==> config.mk <==
export PLATFORM = sky130hd
export DESIGN_NAME = graph_cu_cluster
export DESIGN_NICKNAME = d
export VERILOG_FILES = /design/src/common/graph_pkg.sv /design/src/rtl/vertex_job_buffer.sv /design/src/vertex_cu/vertex_cu.sv /design/src/rtl/command_arbiter.sv /design/src/rtl/graph_cu_cluster.sv
export VERILOG_INCLUDE_DIRS = /design/src /design/src/common
export SDC_FILE = /design/constraint.sdc
export NUM_CORES = 1
export LEC_CHECK = 0
export BUFFER_PORTS_ARGS = -buffer_cell sky130_fd_sc_hd__buf_2
export CAP_MARGIN = 30
export CELL_PAD_IN_SITES_DETAIL_PLACEMENT = 1
export CELL_PAD_IN_SITES_GLOBAL_PLACEMENT = 1
export CORE_MARGIN = 5
export CORE_UTILIZATION = 40
export DETAILED_ROUTE_END_ITERATION = 8
export GPL_TIMING_DRIVEN = 0
export PLACE_DENSITY = 0.71
export SKIP_LAST_GASP = 1
export SYNTH_ARGS = -nofsm -noshare
export SYNTH_HDL_FRONTEND = slang
export SYNTH_SLANG_ARGS = --single-unit
==> constraint.sdc <==
create_clock -name clock -period 11.35 [get_ports clock]
set_input_delay 2.27 -clock clock [delete_from_list [all_inputs] [get_ports clock]]
set_output_delay 2.27 -clock clock [all_outputs]
set_load 0.05 [all_outputs]
==> src/common/graph_params.svh <==
`ifndef GRAPH_PARAMS_SVH
`define GRAPH_PARAMS_SVH

////////////////////
// datapath widths
////////////////////

// vertex id and memory word address
`define GRAPH_VERTEX_BITS 16
`define GRAPH_ADDR_BITS 20
`define GRAPH_DATA_BITS 32

// in-degree limits the edge count per job
`define GRAPH_DEGREE_BITS 8

////////////////////
// cluster sizing
////////////////////

`define GRAPH_NUM_CU 3
`define GRAPH_JOB_DEPTH 8

`endif

==> src/common/graph_pkg.sv <==
`default_nettype none

`include "graph_params.svh"

package graph_pkg;

	////////////////////
	// job intake
	////////////////////

	// one vertex to process
	typedef struct packed {
		logic [`GRAPH_VERTEX_BITS-1:0] vertex_id;
		logic [`GRAPH_ADDR_BITS-1:0]   edge_base;
		logic [`GRAPH_DEGREE_BITS-1:0] degree;
	} vertex_job_t;

	// registered flags of the job buffer
	typedef struct packed {
		logic empty;
		logic full;
		logic almost_full;
	} buffer_status_t;

	////////////////////
	// memory command bus
	////////////////////

	typedef enum logic {
		READ  = 1'b0,
		WRITE = 1'b1
	} command_opcode_e;

	// data is only meaningful for writes
	typedef struct packed {
		command_opcode_e               opcode;
		logic [`GRAPH_ADDR_BITS-1:0]   address;
		logic [`GRAPH_DATA_BITS-1:0]   data;
	} command_t;

	// read data, valid while ack is high
	typedef struct packed {
		logic [`GRAPH_DATA_BITS-1:0] data;
	} response_t;

	////////////////////
	// compute unit FSM
	////////////////////

	// ISSUE states hold req high, WAIT states wait for ack to fall
	typedef enum logic [2:0] {
		IDLE        = 3'd0,
		FETCH_JOB   = 3'd1,
		ISSUE_READ  = 3'd2,
		WAIT_READ   = 3'd3,
		ISSUE_WRITE = 3'd4,
		WAIT_WRITE  = 3'd5
	} cu_state_e;

endpackage

`default_nettype wire

==> src/rtl/vertex_job_buffer.sv <==
`timescale 1ns/1ps
`default_nettype none

`include "graph_params.svh"

module vertex_job_buffer (
	input  wire                              clock,
	input  wire                              rstn,
	input  wire                              job_push,
	input  wire graph_pkg::vertex_job_t      job_in,
	input  wire [`GRAPH_NUM_CU-1:0]          job_req,
	output logic [`GRAPH_NUM_CU-1:0]         job_grant,
	output graph_pkg::vertex_job_t           job_out,
	output graph_pkg::buffer_status_t        job_status
);

	localparam int DEPTH    = `GRAPH_JOB_DEPTH;
	localparam int PTR_BITS = (DEPTH > 1) ? $clog2(DEPTH) : 1;
	localparam int CNT_BITS = $clog2(DEPTH + 1);

	graph_pkg::vertex_job_t mem [DEPTH];

	logic [PTR_BITS-1:0]      wr_ptr;
	logic [PTR_BITS-1:0]      rd_ptr;
	logic [CNT_BITS-1:0]      count;
	logic [CNT_BITS-1:0]      count_next;
	logic [`GRAPH_NUM_CU-1:0] req_open;
	logic [`GRAPH_NUM_CU-1:0] grant_next;
	logic                     push_ok;
	logic                     pop;

	// a unit still sees its own grant this cycle, so mask it out
	assign req_open   = job_req & ~job_grant;
	// lowest requesting unit wins
	assign grant_next = req_open & (~req_open + 1'b1);

	assign push_ok = job_push && !job_status.full;
	assign pop     = (|req_open) && !job_status.empty;

	always_comb begin
		count_next = count;
		if (push_ok && !pop) begin
			count_next = count + 1'b1;
		end else if (pop && !push_ok) begin
			count_next = count - 1'b1;
		end
	end

	always_ff @(posedge clock or negedge rstn) begin
		if (!rstn) begin
			wr_ptr     <= '0;
			rd_ptr     <= '0;
			count      <= '0;
			job_grant  <= '0;
			job_status <= '{empty: 1'b1, full: 1'b0, almost_full: 1'b0};
		end else begin
			if (push_ok) begin
				wr_ptr <= (wr_ptr == PTR_BITS'(DEPTH - 1)) ? '0 : wr_ptr + 1'b1;
			end
			if (pop) begin
				rd_ptr <= (rd_ptr == PTR_BITS'(DEPTH - 1)) ? '0 : rd_ptr + 1'b1;
			end
			job_grant <= pop ? grant_next : '0;
			count     <= count_next;
			// flags follow the count after this cycle's push and pop
			job_status.empty       <= (count_next == '0);
			job_status.full        <= (count_next == CNT_BITS'(DEPTH));
			job_status.almost_full <= (count_next == CNT_BITS'(DEPTH - 1));
		end
	end

	// storage and hand-out register
	always_ff @(posedge clock) begin
		if (push_ok) begin
			mem[wr_ptr] <= job_in;
		end
		if (pop) begin
			job_out <= mem[rd_ptr];
		end
	end

endmodule

`default_nettype wire

==> src/vertex_cu/vertex_cu.sv <==
`timescale 1ns/1ps
`default_nettype none

`include "graph_params.svh"

module vertex_cu (
	input  wire                             clock,
	input  wire                             rstn,
	input  wire graph_pkg::buffer_status_t  job_status,
	output logic                            job_req,
	input  wire                             job_grant,
	input  wire graph_pkg::vertex_job_t     job_in,
	output logic                            cmd_req,
	output graph_pkg::command_t             cmd,
	input  wire                             cmd_ack,
	input  wire graph_pkg::response_t       rsp,
	output logic                            vertex_done
);

	graph_pkg::cu_state_e   state;
	graph_pkg::vertex_job_t job;

	logic [`GRAPH_DEGREE_BITS-1:0] edge_idx;
	logic [`GRAPH_DATA_BITS-1:0]   sum;

	logic take_job;
	logic rsp_take;
	logic launch_next;
	logic last_edge;

	graph_pkg::command_t first_cmd;
	graph_pkg::command_t read_cmd;
	graph_pkg::command_t write_cmd;

	function automatic graph_pkg::command_t make_cmd(
		input graph_pkg::command_opcode_e   opcode,
		input logic [`GRAPH_ADDR_BITS-1:0]  address,
		input logic [`GRAPH_DATA_BITS-1:0]  data
	);
		graph_pkg::command_t c;
		c.opcode  = opcode;
		c.address = address;
		c.data    = data;
		return c;
	endfunction

	////////////////////
	// handshake events
	////////////////////

	assign job_req     = (state == graph_pkg::FETCH_JOB);
	assign take_job    = (state == graph_pkg::FETCH_JOB) && job_grant;
	assign rsp_take    = (state == graph_pkg::ISSUE_READ) && cmd_ack;
	assign launch_next = (state == graph_pkg::WAIT_READ) && !cmd_ack;
	// edge_idx has already moved past the edge just read
	assign last_edge   = (edge_idx == job.degree);

	// write handshake is over once ack falls
	assign vertex_done = (state == graph_pkg::WAIT_WRITE) && !cmd_ack;

	// zero-degree vertex writes zero straight away
	assign first_cmd = (job_in.degree == '0) ?
		make_cmd(graph_pkg::WRITE, `GRAPH_ADDR_BITS'(job_in.vertex_id), '0) :
		make_cmd(graph_pkg::READ, job_in.edge_base, '0);

	assign read_cmd  = make_cmd(graph_pkg::READ,
		job.edge_base + `GRAPH_ADDR_BITS'(edge_idx), '0);
	assign write_cmd = make_cmd(graph_pkg::WRITE,
		`GRAPH_ADDR_BITS'(job.vertex_id), sum);

	////////////////////
	// FSM
	////////////////////

	always_ff @(posedge clock or negedge rstn) begin
		if (!rstn) begin
			state    <= graph_pkg::IDLE;
			cmd_req  <= 1'b0;
			edge_idx <= '0;
		end else begin
			case (state)
				graph_pkg::IDLE: begin
					if (!job_status.empty) begin
						state <= graph_pkg::FETCH_JOB;
					end
				end
				graph_pkg::FETCH_JOB: begin
					// grant wins even if the buffer just went empty
					if (job_grant) begin
						cmd_req  <= 1'b1;
						edge_idx <= '0;
						state    <= (job_in.degree == '0) ?
							graph_pkg::ISSUE_WRITE : graph_pkg::ISSUE_READ;
					end else if (job_status.empty) begin
						state <= graph_pkg::IDLE;
					end
				end
				graph_pkg::ISSUE_READ: begin
					if (cmd_ack) begin
						cmd_req  <= 1'b0;
						edge_idx <= edge_idx + 1'b1;
						state    <= graph_pkg::WAIT_READ;
					end
				end
				graph_pkg::WAIT_READ: begin
					if (!cmd_ack) begin
						cmd_req <= 1'b1;
						state   <= last_edge ?
							graph_pkg::ISSUE_WRITE : graph_pkg::ISSUE_READ;
					end
				end
				graph_pkg::ISSUE_WRITE: begin
					if (cmd_ack) begin
						cmd_req <= 1'b0;
						state   <= graph_pkg::WAIT_WRITE;
					end
				end
				graph_pkg::WAIT_WRITE: begin
					if (!cmd_ack) begin
						state <= graph_pkg::IDLE;
					end
				end
				default: state <= graph_pkg::IDLE;
			endcase
		end
	end

	// job, accumulator and command payload
	always_ff @(posedge clock) begin
		if (take_job) begin
			job <= job_in;
			sum <= '0;
			cmd <= first_cmd;
		end
		if (rsp_take) begin
			// wraps on overflow
			sum <= sum + rsp.data;
		end
		if (launch_next) begin
			cmd <= last_edge ? write_cmd : read_cmd;
		end
	end

endmodule

`default_nettype wire

==> src/rtl/command_arbiter.sv <==
`timescale 1ns/1ps
`default_nettype none

`include "graph_params.svh"

module command_arbiter (
	input  wire                                   clock,
	input  wire                                   rstn,
	input  wire [`GRAPH_NUM_CU-1:0]               cu_cmd_req,
	input  wire graph_pkg::command_t [`GRAPH_NUM_CU-1:0] cu_cmd,
	output logic [`GRAPH_NUM_CU-1:0]              cu_cmd_ack,
	output graph_pkg::response_t                  cu_rsp,
	output logic                                  mem_cmd_req,
	output graph_pkg::command_t                   mem_cmd,
	input  wire                                   mem_cmd_ack,
	input  wire graph_pkg::response_t             mem_rsp
);

	localparam int NUM_CU   = `GRAPH_NUM_CU;
	localparam int IDX_BITS = (NUM_CU > 1) ? $clog2(NUM_CU) : 1;

	// relay phases of one granted transfer
	typedef enum logic [1:0] {
		ARB_IDLE    = 2'd0,
		ARB_REQ     = 2'd1,
		ARB_RELAY   = 2'd2,
		ARB_RELEASE = 2'd3
	} arb_state_e;

	arb_state_e          state;
	logic [IDX_BITS-1:0] grant_idx;
	logic [IDX_BITS-1:0] rr_ptr;
	logic [IDX_BITS-1:0] pick_idx;
	logic                pick_valid;

	// scan from rr_ptr upward, closest requester wins
	always_comb begin
		int cand;
		pick_idx   = '0;
		pick_valid = 1'b0;
		for (int k = NUM_CU - 1; k >= 0; k--) begin
			cand = int'(rr_ptr) + k;
			if (cand >= NUM_CU) begin
				cand = cand - NUM_CU;
			end
			if (cu_cmd_req[cand]) begin
				pick_idx   = IDX_BITS'(cand);
				pick_valid = 1'b1;
			end
		end
	end

	always_ff @(posedge clock or negedge rstn) begin
		if (!rstn) begin
			state       <= ARB_IDLE;
			grant_idx   <= '0;
			rr_ptr      <= '0;
			mem_cmd_req <= 1'b0;
			cu_cmd_ack  <= '0;
		end else begin
			case (state)
				ARB_IDLE: begin
					if (pick_valid) begin
						grant_idx   <= pick_idx;
						mem_cmd_req <= 1'b1;
						state       <= ARB_REQ;
					end
				end
				ARB_REQ: begin
					if (mem_cmd_ack) begin
						cu_cmd_ack[grant_idx] <= 1'b1;
						state                 <= ARB_RELAY;
					end
				end
				ARB_RELAY: begin
					if (!cu_cmd_req[grant_idx]) begin
						mem_cmd_req <= 1'b0;
						state       <= ARB_RELEASE;
					end
				end
				ARB_RELEASE: begin
					// unit ack falls together with the memory ack
					if (!mem_cmd_ack) begin
						cu_cmd_ack <= '0;
						rr_ptr     <= (grant_idx == IDX_BITS'(NUM_CU - 1)) ?
							'0 : grant_idx + 1'b1;
						state      <= ARB_IDLE;
					end
				end
				default: state <= ARB_IDLE;
			endcase
		end
	end

	// command and read data registers
	always_ff @(posedge clock) begin
		if ((state == ARB_IDLE) && pick_valid) begin
			mem_cmd <= cu_cmd[pick_idx];
		end
		if ((state == ARB_REQ) && mem_cmd_ack) begin
			cu_rsp <= mem_rsp;
		end
	end

endmodule

`default_nettype wire

==> src/rtl/graph_cu_cluster.sv <==
`timescale 1ns/1ps
`default_nettype none

`include "graph_params.svh"

module graph_cu_cluster (
	input  wire                              clock,
	input  wire                              rstn,
	input  wire                              job_push,
	input  wire graph_pkg::vertex_job_t      job_in,
	output graph_pkg::buffer_status_t        job_status,
	output logic                             mem_cmd_req,
	output graph_pkg::command_t              mem_cmd,
	input  wire                              mem_cmd_ack,
	input  wire graph_pkg::response_t        mem_rsp,
	output logic [`GRAPH_VERTEX_BITS-1:0]    vertex_done_count
);

	logic [`GRAPH_NUM_CU-1:0]                job_req;
	logic [`GRAPH_NUM_CU-1:0]                job_grant;
	graph_pkg::vertex_job_t                  job_out;
	logic [`GRAPH_NUM_CU-1:0]                cu_cmd_req;
	graph_pkg::command_t [`GRAPH_NUM_CU-1:0] cu_cmd;
	logic [`GRAPH_NUM_CU-1:0]                cu_cmd_ack;
	graph_pkg::response_t                    cu_rsp;
	logic [`GRAPH_NUM_CU-1:0]                vertex_done;
	logic [`GRAPH_VERTEX_BITS-1:0]           done_sum;

	vertex_job_buffer u_job_buffer (
		.clock      (clock),
		.rstn       (rstn),
		.job_push   (job_push),
		.job_in     (job_in),
		.job_req    (job_req),
		.job_grant  (job_grant),
		.job_out    (job_out),
		.job_status (job_status)
	);

	for (genvar i = 0; i < `GRAPH_NUM_CU; i++) begin : g_cu
		vertex_cu u_cu (
			.clock       (clock),
			.rstn        (rstn),
			.job_status  (job_status),
			.job_req     (job_req[i]),
			.job_grant   (job_grant[i]),
			.job_in      (job_out),
			.cmd_req     (cu_cmd_req[i]),
			.cmd         (cu_cmd[i]),
			.cmd_ack     (cu_cmd_ack[i]),
			.rsp         (cu_rsp),
			.vertex_done (vertex_done[i])
		);
	end

	command_arbiter u_arbiter (
		.clock       (clock),
		.rstn        (rstn),
		.cu_cmd_req  (cu_cmd_req),
		.cu_cmd      (cu_cmd),
		.cu_cmd_ack  (cu_cmd_ack),
		.cu_rsp      (cu_rsp),
		.mem_cmd_req (mem_cmd_req),
		.mem_cmd     (mem_cmd),
		.mem_cmd_ack (mem_cmd_ack),
		.mem_rsp     (mem_rsp)
	);

	////////////////////
	// completed vertices
	////////////////////

	// more than one unit can finish in the same cycle
	always_comb begin
		done_sum = '0;
		for (int i = 0; i < `GRAPH_NUM_CU; i++) begin
			done_sum = done_sum + `GRAPH_VERTEX_BITS'(vertex_done[i]);
		end
	end

	always_ff @(posedge clock or negedge rstn) begin
		if (!rstn) begin
			vertex_done_count <= '0;
		end else begin
			vertex_done_count <= vertex_done_count + done_sum;
		end
	end

endmodule

`default_nettype wire

==> reports/summary.txt <==
Status -> finished, final reports clean
Cell taking the most area after synthesis -> edfxtp_1
Flop2flop setup slack -> 7680 ps
Syn-to-layout area delta -> 16.2%
Ys Warns -> 0
Tightest Hold Check Type -> flop to flop
Global route overflow -> 0
Critical path depth -> 1
Setup-failing EPs final -> 0
Drt pass-1 iters -> 5
Worst Setup EP -> job_status[2]
Reg2reg end -> g_cu[2].u_cu.sum[28]$_SDFFCE_PN0P_
CTS Hold Bufs -> 0
Top layer in use -> met5
Core box area -> 0.107 mm^2
Leakage -> 18.4 nW
Post-synth top cells -> edfxtp_1 (868), nor2_1 (277), a21oi_1 (206)
Family with the most delay on the worst path -> flip-flops
Final worst setup slack -> 7380 ps
Dominant cells by area after synthesis -> edfxtp_1 (61%), mux4_2 (4.6%), dfrtp_1 (4.5%), ha_1 (3.9%), nor2_1 (2.4%)
Post-route ant nets -> 0
Worst Path Buf+Inv -> 1
Setup TNS -> 0 ps
Register area share after synthesis -> 0.651
Required time worst endpoint -> 9080 ps
Fmax -> 252 MHz
Post-Layout Cell Count -> 4,843
Worst Setup End Kind -> output port
Syn_area_per_cell -> 14.2 um^2
Max stage delay cell, worst path -> dfstp_2
I/O pin cnt -> 153
CP arrival -> 1700 ps
Share of cells above drive strength 1 -> 0.167
Cell total after placement -> 4,643
Final Cycle Share -> 0.349
Initial Utilization -> 0.402
Post_cts resized -> 0
Initial antenna violation count -> 15
Die span in x -> 338 um
Clock root cell -> clkbuf_16
Reg2reg path depth -> 9
Final nets -> 3,571
Mapped cell area -> 0.0430 mm^2
IO buf count -> 152
Gp weighted congestion -> 0.887
CTS max path bufs -> 3
Count of different cell masters after synthesis -> 88
Cell row count -> 120
Worst-Skew Late Latency -> 720 ps
Largest net degree at the start of global routing -> 61
CTS clk-pin slew, worst paths -> 60 ps
Asr flop ratio synth -> 0.0825
Setup Fix Bufs, Post-CTS -> 0
FF+latch count, synth -> 946
Htree depth -> 3
Max-Cap Viols -> 0
RR Startpoint -> u_arbiter.cu_rsp[1]$_DFFE_PP_
Final Hold Fails -> 0
Die ar. -> 0.114 mm^2
Vias in the first global route -> 28,353
Drc violations -> 0
Vias per cell -> 5.54
Critical Path Start -> u_job_buffer.job_status[2]$_DFF_PN1_
Peak VDD IR -> 0.144 mV
CTS tree -> done
Vias -> 26,808
Place WS -> 6750 ps
Final Slew Violations -> 0
Cell Chain, Critical Path -> buf_2
GRT Overall Usage -> 0.207
Met1 wire length -> 50,800 um
Mapped Nets -> 3,246
Count leader, synth -> edfxtp_1
Initial DRC Count -> 1,930
Critical path type -> flop to output port
Type of origin of the critical path -> flop
Routed length per placed instance -> 24.6 um
Slew HR -> 0.334
Synth Flop Type -> edfxtp_1
First-pass GRT wire length -> 179,000 um
Die height -> 338 um
Clk_skew -> 55.3 ps
Synth top area share -> 0.606
Worst slew pin tran -> 999 ps
Metal3 WL -> 5920 um
Met2 Routed Length -> 58,800 um
RSZ-0062 raised after global routing -> false
Delay of the slowest cell on the worst path -> 680 ps
Cts bufs inserted -> 100
Final HPWL DP -> 87,400 um
CTS sink cnt -> 946
Min Clock Period, post-route -> 3970 ps
Final WL -> 119,000 um
Power Dens Cells -> 283 mW/mm^2
Crit Path Max Fanout -> 2
Post-synth EDFFs -> 868
Synth Instances -> 3,023
metrics by stage:
step | cell area [um^2] | hold WS (ps) | power [mW] | utilization
2_1_floorplan | 43000 | 458 | 8.88 | -
6_report | 50000 | 472 | 14.2 | 0.467
3_3_place_gp | 45600 | 459 | 10.5 | 0.426
5_1_grt | 50000 | 498 | 14.9 | 0.467
3_5_place_dp | 46500 | 476 | 10.7 | 0.434
4_1_cts | 49900 | 486 | 14.2 | 0.466
cells by family after synthesis:
family | after synthesis | share of synthesized area
muxes | 235 | 0.0820
xor gates and xnor gates | 183 | 0.0374
buffers and inverters | 179 | 0.0158
DFF | 946 | 0.651
and+or+nand+nor | 797 | 0.0909
AOI/OAI and AO/OA | 539 | 0.0799
adders and majority gates | 144 | 0.0432
area by class of cell:
class | instances | area, um^2
inverter | 57 | 214
timing repair buffer | 223 | 1660
clock inverter | 61 | 764
tap | 1403 | 1760
multi-input combinational | 1898 | 14400
clock buffer | 127 | 2710
sequential | 946 | 28000
fill | 10793 | 57000
antenna | 6 | 15.0
buffer | 122 | 468
state kept, by name, summed over array words and instances, names as in the netlist:
name	count
g_cu.u_cu.cmd	159
g_cu.u_cu.cmd_req	3
g_cu.u_cu.edge_idx	24
g_cu.u_cu.job	132
g_cu.u_cu.state	9
g_cu.u_cu.sum	96
u_arbiter.cu_cmd_ack	3
u_arbiter.cu_rsp	32
u_arbiter.grant_idx	2
u_arbiter.mem_cmd	53
u_arbiter.mem_cmd_req	1
u_arbiter.rr_ptr	2
u_arbiter.state	2
u_job_buffer.count	4
u_job_buffer.job_grant	3
u_job_buffer.job_out	44
u_job_buffer.job_status	3
u_job_buffer.mem	352
u_job_buffer.rd_ptr	3
u_job_buffer.wr_ptr	3
vertex_done_count	16
where the power goes:
group	total [mW]	switching [mW]	internal (mW)
clock	3.44	1.44	2.00
combinational	5.52	3.54	1.97
sequential	5.20	0.367	4.84
placed cells by master (no fill, tap or decap), types with 55 or more instances in the layout:
cell type / netlist / routed
mux2i_1: 87 / 87
o21ai_0: 82 / 81
mux2_2: 60 / 60
clkbuf_16: 0 / 101
xnor2_1: 95 / 95
a21oi_1: 206 / 206
mux4_2: 88 / 88
dfrtp_1: 77 / 77
buf_2: 5 / 156
a21o_1: 60 / 60
xor2_1: 87 / 87
nor2_1: 277 / 275
nand2_1: 137 / 135
and3_1: 125 / 125
ha_1: 135 / 135
clkbuf_1: 106 / 123
nand3_1: 55 / 55
edfxtp_1: 868 / 868
worst min path at each step:
| stage | start | to | slack, ps | cells past startpoint |
|---|---|---|---|---|
| 2_1_floorplan | u_job_buffer.job_out[17]$_DFFE_PP_ | g_cu[0].u_cu.job[17]$_DFFE_PP_ | 460 | 0 |
| 3_3_place_gp | vertex_done_count[15]$_DFF_PN0_ | vertex_done_count[15]$_DFF_PN0_ | 460 | 1 |
| 3_5_place_dp | vertex_done_count[15]$_DFF_PN0_ | vertex_done_count[15]$_DFF_PN0_ | 480 | 1 |
| 4_1_cts | vertex_done_count[15]$_DFF_PN0_ | vertex_done_count[15]$_DFF_PN0_ | 490 | 1 |
| 5_1_grt | vertex_done_count[15]$_DFF_PN0_ | vertex_done_count[15]$_DFF_PN0_ | 500 | 1 |
| 6_report | vertex_done_count[15]$_DFF_PN0_ | vertex_done_count[15]$_DFF_PN0_ | 470 | 1 |
routing by layer:
metal / GRT usage / up-vias
met4: 0.0621 / 6
met1: 0.271 / 13725
li1: - / 12265
met3: 0.0350 / 186
met5: 0 / -
met2: 0.357 / 626
Note: power is estimated with default switching activity, not from simulation.
